## config.mk

```make
export PLATFORM = sky130hd
export DESIGN_NAME = ldpc_check_node
export DESIGN_NICKNAME = d
export VERILOG_FILES = /design/src/ldpc_types_pkg.sv /design/src/ldpc_axil_pkg.sv /design/src/ldpc_minimum.sv /design/src/ldpc_minsigner.sv /design/src/ldpc_ctrl_regs.sv /design/src/ldpc_check_node.sv
export VERILOG_INCLUDE_DIRS = /design/src
export SDC_FILE = /design/constraint.sdc
export NUM_CORES = 1
export LEC_CHECK = 0
export BUFFER_PORTS_ARGS = -buffer_cell sky130_fd_sc_hd__buf_2
export CAP_MARGIN = 20
export CELL_PAD_IN_SITES_DETAIL_PLACEMENT = 0
export CELL_PAD_IN_SITES_GLOBAL_PLACEMENT = 1
export CORE_MARGIN = 5
export CORE_UTILIZATION = 45
export CTS_BUF_LIST = sky130_fd_sc_hd__clkbuf_4 sky130_fd_sc_hd__clkbuf_8
export DETAILED_ROUTE_END_ITERATION = 7
export GPL_TIMING_DRIVEN = 0
export PLACE_DENSITY_LB_ADDON = 0.1
export SLEW_MARGIN = 0
export SYNTH_ARGS = -nofsm -noshare
export SYNTH_HDL_FRONTEND = slang
export SYNTH_SLANG_ARGS = --single-unit
```

## constraint.sdc

```tcl
create_clock -name i_clock -period 3.95 [get_ports i_clock]
set_clock_uncertainty 0.1 [all_clocks]
set_input_delay 0.1975 -clock i_clock [delete_from_list [all_inputs] [get_ports i_clock]]
set_output_delay 0.1975 -clock i_clock [all_outputs]
set_load 0.03 [all_outputs]
```

## src/ldpc_consts.svh

```systemverilog
/*
 * LDPC check-node constants
 * Datapath widths, pipeline latencies and the control register map
 */

`ifndef LDPC_CONSTS_SVH
`define LDPC_CONSTS_SVH

// LLR and magnitude width in bits
`define LDPC_LLR_W       8

// Inputs per check row
`define LDPC_DEGREE      6

// Minimum finder and full check-node latency in cycles
`define LDPC_MIN_LAT     3
`define LDPC_CN_LAT      13

// Byte addresses of the control registers
`define LDPC_REG_OFFSET  32'h0000_0000
`define LDPC_REG_ROWS    32'h0000_0004

`endif

```

## src/ldpc_types_pkg.sv

```systemverilog
/*
 * LDPC datapath types
 * LLRs, magnitudes, minimum locations and check rows
 */

`default_nettype none

`include "ldpc_consts.svh"

package ldpc_types_pkg;

    typedef logic signed [`LDPC_LLR_W-1:0] llr_t;
    typedef logic [`LDPC_LLR_W-1:0] mag_t;

    // One-hot position of the minimum within a row
    typedef logic [`LDPC_DEGREE-1:0] loc_t;

    typedef struct packed {
        llr_t a0;
        llr_t a1;
        llr_t a2;
        llr_t a3;
        llr_t a4;
        llr_t a5;
    } llr_row_t;

    // Minimum finder input, eight entries with entry 0 in the low bits
    typedef mag_t [7:0] mag_vec_t;

endpackage

`default_nettype wire

```

## src/ldpc_axil_pkg.sv

```systemverilog
/*
 * AXI4-Lite types for the check-node control port
 */

`default_nettype none

package ldpc_axil_pkg;

    typedef logic [31:0] axil_addr_t;
    typedef logic [31:0] axil_data_t;
    typedef logic [1:0]  axil_resp_t;

    localparam axil_resp_t AXIL_OKAY   = 2'd0;
    localparam axil_resp_t AXIL_SLVERR = 2'd2;

    // Master to slave
    typedef struct packed {
        axil_addr_t awaddr;
        logic       awvalid;
        axil_data_t wdata;
        logic [3:0] wstrb;
        logic       wvalid;
        logic       bready;
        axil_addr_t araddr;
        logic       arvalid;
        logic       rready;
    } axil_req_t;

    // Slave to master
    typedef struct packed {
        logic       awready;
        logic       wready;
        logic       bvalid;
        axil_resp_t bresp;
        logic       arready;
        logic       rvalid;
        axil_data_t rdata;
        axil_resp_t rresp;
    } axil_rsp_t;

endpackage

`default_nettype wire

```

## src/ldpc_minimum.sv

```systemverilog
/*
 * Pipelined minimum finder
 * Three registered compare levels reduce eight magnitudes to the smallest
 * one and its one-hot position, lowest index winning on a tie
 */

`timescale 1ns/10ps
`default_nettype none

module ldpc_minimum #(
    parameter int WIDTH = 8
) (
    input  wire logic                  i_clock,
    input  wire logic                  i_reset,
    input  wire logic [7:0][WIDTH-1:0] i_in_data,
    output      logic [WIDTH-1:0]      o_out_data,
    output      logic [7:0]            o_min_location
);

logic [WIDTH-1:0] val_l1 [4];
logic [7:0]       loc_l1 [4];
logic [WIDTH-1:0] val_l2 [2];
logic [7:0]       loc_l2 [2];
logic [3:0]       odd_l1;
logic [1:0]       odd_l2;
logic             odd_l3;

// Odd entry wins only when strictly smaller
always_comb begin
    for (int k = 0; k < 4; k++) begin
        odd_l1[k] = i_in_data[2*k+1] < i_in_data[2*k];
    end
    for (int k = 0; k < 2; k++) begin
        odd_l2[k] = val_l1[2*k+1] < val_l1[2*k];
    end
    odd_l3 = val_l2[1] < val_l2[0];
end

always_ff @(posedge i_clock) begin
    for (int k = 0; k < 4; k++) begin
        val_l1[k] <= odd_l1[k] ? i_in_data[2*k+1] : i_in_data[2*k];
    end
    for (int k = 0; k < 2; k++) begin
        val_l2[k] <= odd_l2[k] ? val_l1[2*k+1] : val_l1[2*k];
    end
    o_out_data <= odd_l3 ? val_l2[1] : val_l2[0];
end

// Position tracks the winning value through each level
always_ff @(posedge i_clock) begin
    if (i_reset) begin
        loc_l1         <= '{default: '0};
        loc_l2         <= '{default: '0};
        o_min_location <= '0;
    end else begin
        for (int k = 0; k < 4; k++) begin
            loc_l1[k] <= 8'b1 << (2*k + odd_l1[k]);
        end
        for (int k = 0; k < 2; k++) begin
            loc_l2[k] <= odd_l2[k] ? loc_l1[2*k+1] : loc_l1[2*k];
        end
        o_min_location <= odd_l3 ? loc_l2[1] : loc_l2[0];
    end
end

endmodule

`default_nettype wire

```

## src/ldpc_minsigner.sv

```systemverilog
/*
 * Min-sign pipeline for one check row
 * Finds the two smallest magnitudes and the sign parity, then builds the
 * offset-corrected extrinsic LLRs, 13 cycles from input to output
 */

`timescale 1ns/10ps
`default_nettype none

`include "ldpc_consts.svh"

module ldpc_minsigner (
    input  wire logic                     i_clock,
    input  wire logic                     i_reset,
    input  wire ldpc_types_pkg::llr_row_t i_row,
    input  wire logic                     i_valid,
    input  wire ldpc_types_pkg::mag_t     i_offset,
    output      ldpc_types_pkg::llr_row_t o_row,
    output      logic                     o_valid
);

ldpc_types_pkg::llr_t                    in_llr [`LDPC_DEGREE];
ldpc_types_pkg::mag_t [`LDPC_DEGREE-1:0] mag_s [`LDPC_MIN_LAT+1];
logic [`LDPC_DEGREE-1:0]                 sign_s [11];
ldpc_types_pkg::mag_vec_t                first_in;
ldpc_types_pkg::mag_t                    first_min_s3;
logic [7:0]                              first_loc_s3;
ldpc_types_pkg::mag_t [`LDPC_DEGREE-1:0] excl_s4;
ldpc_types_pkg::mag_t                    first_min_s [4:11];
ldpc_types_pkg::loc_t                    loc_s [4:11];
ldpc_types_pkg::mag_vec_t                second_in;
ldpc_types_pkg::mag_t                    second_min_s7;
ldpc_types_pkg::mag_t                    second_min_s [8:11];
logic                                    par_lo_s9;
logic                                    par_hi_s9;
logic                                    parity_s10;
logic [`LDPC_DEGREE-1:0]                 out_sign_s11;
ldpc_types_pkg::mag_t                    sel_mag [`LDPC_DEGREE];
ldpc_types_pkg::mag_t                    cor_mag [`LDPC_DEGREE];
ldpc_types_pkg::llr_t                    out_llr [`LDPC_DEGREE];
logic [`LDPC_CN_LAT-2:0]                 valid_sr;

assign in_llr[0] = i_row.a0;
assign in_llr[1] = i_row.a1;
assign in_llr[2] = i_row.a2;
assign in_llr[3] = i_row.a3;
assign in_llr[4] = i_row.a4;
assign in_llr[5] = i_row.a5;

// Stage 0 sign/magnitude split, then delay lines
always_ff @(posedge i_clock) begin
    for (int i = 0; i < `LDPC_DEGREE; i++) begin
        mag_s[0][i]  <= in_llr[i][`LDPC_LLR_W-1] ? ldpc_types_pkg::mag_t'(-in_llr[i])
                                                  : ldpc_types_pkg::mag_t'(in_llr[i]);
        sign_s[0][i] <= in_llr[i][`LDPC_LLR_W-1];
    end
    for (int k = 1; k <= `LDPC_MIN_LAT; k++) begin
        mag_s[k] <= mag_s[k-1];
    end
    for (int k = 1; k < 11; k++) begin
        sign_s[k] <= sign_s[k-1];
    end
end

assign first_in = {{(2*`LDPC_LLR_W){1'b1}}, mag_s[0]};

ldpc_minimum #(
    .WIDTH (`LDPC_LLR_W)
) u_first_min (
    .i_clock        (i_clock),
    .i_reset        (i_reset),
    .i_in_data      (first_in),
    .o_out_data     (first_min_s3),
    .o_min_location (first_loc_s3)
);

// Knock out the first minimum, min - min - 1 wraps to all ones
always_ff @(posedge i_clock) begin
    for (int i = 0; i < `LDPC_DEGREE; i++) begin
        excl_s4[i] <= first_loc_s3[i] ? mag_s[`LDPC_MIN_LAT][i] - first_min_s3 - 1'b1
                                      : mag_s[`LDPC_MIN_LAT][i];
    end
    first_min_s[4] <= first_min_s3;
    loc_s[4]       <= first_loc_s3[`LDPC_DEGREE-1:0];
    for (int k = 5; k <= 11; k++) begin
        first_min_s[k] <= first_min_s[k-1];
        loc_s[k]       <= loc_s[k-1];
    end
end

assign second_in = {{(2*`LDPC_LLR_W){1'b1}}, excl_s4};

ldpc_minimum #(
    .WIDTH (`LDPC_LLR_W)
) u_second_min (
    .i_clock        (i_clock),
    .i_reset        (i_reset),
    .i_in_data      (second_in),
    .o_out_data     (second_min_s7),
    .o_min_location ()
);

// Sign parity tree, aligned to stage 11
always_ff @(posedge i_clock) begin
    second_min_s[8] <= second_min_s7;
    for (int k = 9; k <= 11; k++) begin
        second_min_s[k] <= second_min_s[k-1];
    end
    par_lo_s9    <= ^sign_s[8][2:0];
    par_hi_s9    <= ^sign_s[8][5:3];
    parity_s10   <= par_lo_s9 ^ par_hi_s9;
    out_sign_s11 <= {`LDPC_DEGREE{parity_s10}} ^ sign_s[10];
end

always_comb begin
    for (int i = 0; i < `LDPC_DEGREE; i++) begin
        sel_mag[i] = loc_s[11][i] ? second_min_s[11] : first_min_s[11];
        cor_mag[i] = (sel_mag[i] > i_offset) ? sel_mag[i] - i_offset : '0;
        out_llr[i] = out_sign_s11[i] ? -ldpc_types_pkg::llr_t'(cor_mag[i])
                                     : ldpc_types_pkg::llr_t'(cor_mag[i]);
    end
end

always_ff @(posedge i_clock) begin
    o_row.a0 <= out_llr[0];
    o_row.a1 <= out_llr[1];
    o_row.a2 <= out_llr[2];
    o_row.a3 <= out_llr[3];
    o_row.a4 <= out_llr[4];
    o_row.a5 <= out_llr[5];
end

always_ff @(posedge i_clock) begin
    if (i_reset) begin
        valid_sr <= '0;
        o_valid  <= 1'b0;
    end else begin
        valid_sr <= {valid_sr[`LDPC_CN_LAT-3:0], i_valid};
        o_valid  <= valid_sr[`LDPC_CN_LAT-2];
    end
end

endmodule

`default_nettype wire

```

## src/ldpc_ctrl_regs.sv

```systemverilog
/*
 * Check-node control registers on AXI4-Lite
 * Min-sum offset at 0x0, read-only count of finished rows at 0x4
 */

`timescale 1ns/10ps
`default_nettype none

`include "ldpc_consts.svh"

module ldpc_ctrl_regs (
    input  wire logic                     i_clock,
    input  wire logic                     i_reset,
    input  wire ldpc_axil_pkg::axil_req_t i_axil,
    output      ldpc_axil_pkg::axil_rsp_t o_axil,
    input  wire logic                     i_row_done,
    output      ldpc_types_pkg::mag_t     o_offset
);

typedef enum logic {IDLE, RESP} resp_state_t;

resp_state_t               wr_state;
resp_state_t               rd_state;
logic                      aw_ready;
logic                      ar_ready;
logic                      b_valid;
logic                      r_valid;
ldpc_axil_pkg::axil_resp_t b_resp;
ldpc_axil_pkg::axil_resp_t r_resp;
ldpc_axil_pkg::axil_data_t r_data;
ldpc_axil_pkg::axil_data_t row_count;
ldpc_types_pkg::mag_t      offset;

// Write channel, address and data accepted together
always_ff @(posedge i_clock) begin
    if (i_reset) begin
        wr_state <= IDLE;
        aw_ready <= 1'b0;
        b_valid  <= 1'b0;
        b_resp   <= ldpc_axil_pkg::AXIL_OKAY;
        offset   <= '0;
    end else begin
        case (wr_state)
            IDLE: begin
                if (aw_ready) begin
                    aw_ready <= 1'b0;
                    b_valid  <= 1'b1;
                    wr_state <= RESP;
                    if (i_axil.awaddr == `LDPC_REG_OFFSET) begin
                        b_resp <= ldpc_axil_pkg::AXIL_OKAY;
                        if (i_axil.wstrb[0]) begin
                            offset <= i_axil.wdata[`LDPC_LLR_W-1:0];
                        end
                    end else begin
                        b_resp <= ldpc_axil_pkg::AXIL_SLVERR;
                    end
                end else if (i_axil.awvalid && i_axil.wvalid) begin
                    aw_ready <= 1'b1;
                end
            end
            RESP: begin
                if (i_axil.bready) begin
                    b_valid  <= 1'b0;
                    wr_state <= IDLE;
                end
            end
        endcase
    end
end

always_ff @(posedge i_clock) begin
    if (i_reset) begin
        rd_state <= IDLE;
        ar_ready <= 1'b0;
        r_valid  <= 1'b0;
        r_resp   <= ldpc_axil_pkg::AXIL_OKAY;
        r_data   <= '0;
    end else begin
        case (rd_state)
            IDLE: begin
                if (ar_ready) begin
                    ar_ready <= 1'b0;
                    r_valid  <= 1'b1;
                    rd_state <= RESP;
                    r_resp   <= ldpc_axil_pkg::AXIL_OKAY;
                    case (i_axil.araddr)
                        `LDPC_REG_OFFSET: r_data <= ldpc_axil_pkg::axil_data_t'(offset);
                        `LDPC_REG_ROWS:   r_data <= row_count;
                        default: begin
                            r_data <= '0;
                            r_resp <= ldpc_axil_pkg::AXIL_SLVERR;
                        end
                    endcase
                end else if (i_axil.arvalid) begin
                    ar_ready <= 1'b1;
                end
            end
            RESP: begin
                if (i_axil.rready) begin
                    r_valid  <= 1'b0;
                    rd_state <= IDLE;
                end
            end
        endcase
    end
end

// Wraps at 2^32
always_ff @(posedge i_clock) begin
    if (i_reset) begin
        row_count <= '0;
    end else if (i_row_done) begin
        row_count <= row_count + 1'b1;
    end
end

always_comb begin
    o_axil.awready = aw_ready;
    o_axil.wready  = aw_ready;
    o_axil.bvalid  = b_valid;
    o_axil.bresp   = b_resp;
    o_axil.arready = ar_ready;
    o_axil.rvalid  = r_valid;
    o_axil.rdata   = r_data;
    o_axil.rresp   = r_resp;
end

assign o_offset = offset;

endmodule

`default_nettype wire

```

## src/ldpc_check_node.sv

```systemverilog
/*
 * LDPC check-node unit top level
 * Offset min-sum pipeline with its AXI4-Lite control registers
 */

`timescale 1ns/10ps
`default_nettype none

module ldpc_check_node (
    input  wire logic                     i_clock,
    input  wire logic                     i_reset,
    input  wire ldpc_types_pkg::llr_row_t i_row,
    input  wire logic                     i_valid,
    output      ldpc_types_pkg::llr_row_t o_row,
    output      logic                     o_valid,
    input  wire ldpc_axil_pkg::axil_req_t i_axil,
    output      ldpc_axil_pkg::axil_rsp_t o_axil
);

ldpc_types_pkg::mag_t offset;

ldpc_ctrl_regs u_ctrl_regs (
    .i_clock    (i_clock),
    .i_reset    (i_reset),
    .i_axil     (i_axil),
    .o_axil     (o_axil),
    .i_row_done (o_valid),
    .o_offset   (offset)
);

// Offset is sampled in the output stage
ldpc_minsigner u_minsigner (
    .i_clock  (i_clock),
    .i_reset  (i_reset),
    .i_row    (i_row),
    .i_valid  (i_valid),
    .i_offset (offset),
    .o_row    (o_row),
    .o_valid  (o_valid)
);

endmodule

`default_nettype wire

```

==> qor.txt <==
CP Class: reg2reg
Routed WL: 51,800 um
Register area share after synthesis: 55.2%
Die area: 62,400 um^2
Initial antenna violation count: 2
Setup repair after global routing missed its margin: no
Worst slew margin: 37.3%
Clock Latency Late Sink: 0.67 ns
Reg2reg setup slack: 0.29 ns
DRT Pass-1 Iters: 4
CTS sink count: 714
R2R Path End: u_minsigner.o_row[23]$_DFF_P_
Max VDD drop: 0.375 mV
Tightest Pin Transition: 0.938 ns
Setup Fix Bufs, Post-CTS: 0
Max Freq: 273 MHz
Top_reg_cell synth: dfxtp_1
DRT iter0 DRCs: 572
Core Rows: 88
RD Place Congestion: 0.828
Port buffer count: 214
Post-synth EDFFs: 0
P_leak: 13.7 nW
Avg Inst Size Synth: 11.4 um^2
Status: completed
Filler cells: 5,003
Ys async rst share: 0%
Hold Crit Depth: 5
Pin count of the biggest net entering global routing: 15
# placed instances: 3,242
Post-route setup slack: 0.291 ns
FF-to-FF path depth: 9
Number of max-cap violations: 0
Power Density: 770 nW/um^2
Routed vias: 16,700
Gr ovfl total: 0
Worst setup path start: u_ctrl_regs.o_offset[1]$_SDFFE_PP0P_
Launch point of the worst hold path: i_axil[36]
Post-synth cell types: 77
Worst Hold Path EP: u_ctrl_regs.o_offset[6]$_SDFFE_PP0P_
# IOs: 246
Finished Layout Cells: 3,544
Share of layout cells above drive strength 1: 23.0%
Total GRT Usage: 16.4%
# DRC: 0
Top cell type's share of synthesized area: 55.2%
Multi-input gate area: 10,900 um^2
Top-count cell post-synth: dfxtp_1
Crit end category: flop
Register area: 14,300 um^2
Post-DP HPWL: 39,000 um
Critical path fanouts, max: 8
Routed length per placed instance: 14.6 um
Worst r2r src: u_ctrl_regs.o_offset[1]$_SDFFE_PP0P_
Vias/cell: 4.72
Final #Nets: 3,034
Synth Warn #: 0
CP Data Arrival Time: 4.11 ns
Die Ht: 250 um
DIE WIDTH: 250 um
Critical Path Start Type: flop
Clk root buf: clkbuf_8
Core Area: 57,400 um^2
Initial Util: 45.1%
Inserted Clock Buffers: 110
Synthesized flop and latch total: 714
TritonCTS clock tree: done
Top cell type by total area after synthesis: dfxtp_1
Setup WS pre-CTS: 0.256 ns
Setup violators final: 0
Mapped Cells: 2,262
Post-Syn Area: 25,900 um^2
Power Total: 0.0242 W
Clock slew at reported path FFs: 0.06 ns
H-tree Lvls: 3
Post-route clock period utilization: 92.6%
Pins Over Slew Limit: 0
Synth area leaders: dfxtp_1 55%, ha_1 8.4%, mux2_2 6.7%, xnor2_1 2.9%, nor2_1 2.1%
Antenna-violating nets left: 0
Min Hold Slack: 0.0900 ns
Vias in the first global route: 17,000
Hold Violations, Final: 0
Worst path required time: 4.40 ns
Final setup TNS: 0 ns
First-pass GRT wire length: 85,000 um
Longest Clk Path Bufs: 3
Layout area overhead: 21.2%
Hold Crit Class: in2reg
Commonest cells in the netlist: 714 x dfxtp_1, 173 x ha_1, 154 x mux2_2
Crit path time final: 3.66 ns
-- worst max-delay path: stages (launching register included) --
cell	delay, ns
dfxtp_1	0.84
inv_1	0.45
ha_1	0.42
nor2b_1	0.14
o31a_1	0.29
o21a_1	0.18
o31ai_1	0.46
nand3_1	0.11
o21ai_0	0.19
mux2_2	0.36
-- per-stage QoR --
stage	util [%]	area, um^2
finish	54.7	31400
global route	54.7	31400
CTS	54.7	31400
detailed placement	48.7	27900
global placement	48.7	27900
floorplan	-	25900
-- cells in the final DEF (no fill, tap or decap), types with 33 or more instances in the layout --
master           n
dfxtp_1        714
buf_2          218
ha_1           173
mux2_2         154
nor2_1         143
clkbuf_8       135
inv_1          130
dlygate4sd3_1  104
a21oi_1         92
xnor2_1         86
o21ai_0         81
nand2_1         76
xor2_1          61
nor3_1          53
nor2b_1         50
nand2b_1        38
a21o_1          34
clkbuf_1        33
mux2i_1         33
-- repair_timing --
action | 4_1_cts | 5_1_grt
hold buffers | 104 | 0
hold endpoints to repair | 79 | 0
resized for setup | 0 | 0
-- metal layers --
layer  up-vias  wire [um]  global-route usage, %
met3        88       1940                   3.16
met5         -          0                      0
met4         0       1470                   6.32
li1       8662          -                      -
met2       250      25700                   29.2
met1      7714      22700                   19.6
-- registers in the layout (all words and copies together), names as in the netlist, 8 cells and up --
name	count
u_ctrl_regs.r_data	32
u_minsigner.loc_s	48
u_minsigner.excl_s4	48
u_minsigner.first_min_s	64
u_ctrl_regs.o_offset	8
u_minsigner.u_first_min.val_l2	16
u_minsigner.u_second_min.o_out_data	8
u_minsigner.valid_sr	12
u_minsigner.o_row	48
u_minsigner.sign_s	66
u_minsigner.u_first_min.o_out_data	8
u_minsigner.u_second_min.val_l1	24
u_minsigner.u_second_min.val_l2	16
u_minsigner.second_min_s	32
u_ctrl_regs.row_count	32
u_minsigner.u_first_min.val_l1	24
u_minsigner.mag_s	192
-- layout make-up --
type | instances | share of cell area, %
sequential | 714 | 45.6
timing repair buffer | 318 | 6.73
tap | 765 | 3.05
inverter | 130 | 1.56
buffer | 48 | 0.734
clock inverter | 31 | 1.03
multi-input combinational | 1371 | 34.7
clock buffer | 166 | 6.66
antenna | 1 | 0.00798
-- power breakdown --
group	internal (W)	switching, W	leakage (nW)
clock	0.00377	0.00266	1.28
sequential	0.00874	0.000691	5.95
combinational	0.00373	0.00457	6.49
-- worst max path at each step --
stage	endpoint	slack, ns	cells after the start
after global placement	u_minsigner.o_row[23]$_DFF_P_	0.28	9
after global routing	u_minsigner.o_row[23]$_DFF_P_	0.05	9
after CTS	u_minsigner.o_row[23]$_DFF_P_	0.25	9
after floorplan	u_minsigner.o_row[28]$_DFF_P_	0.83	12
final	u_minsigner.o_row[23]$_DFF_P_	0.29	9
after detailed placement	u_minsigner.o_row[23]$_DFF_P_	0.26	9
-- logic make-up (layout without fill, tap and decap cells) --
kind of cell,after synthesis,after routing,share of synthesized area (%)
compound gates,347,347,9.60
xor+xnor,147,147,4.97
fa+ha+maj,185,185,9.29
buf+inv,178,693,2.77
flops,714,714,55.2
mux,187,187,7.98
other cells,1,3,0.0145
simple gates,503,503,10.1
No activity file was read; power rests on OpenSTA's default activity.
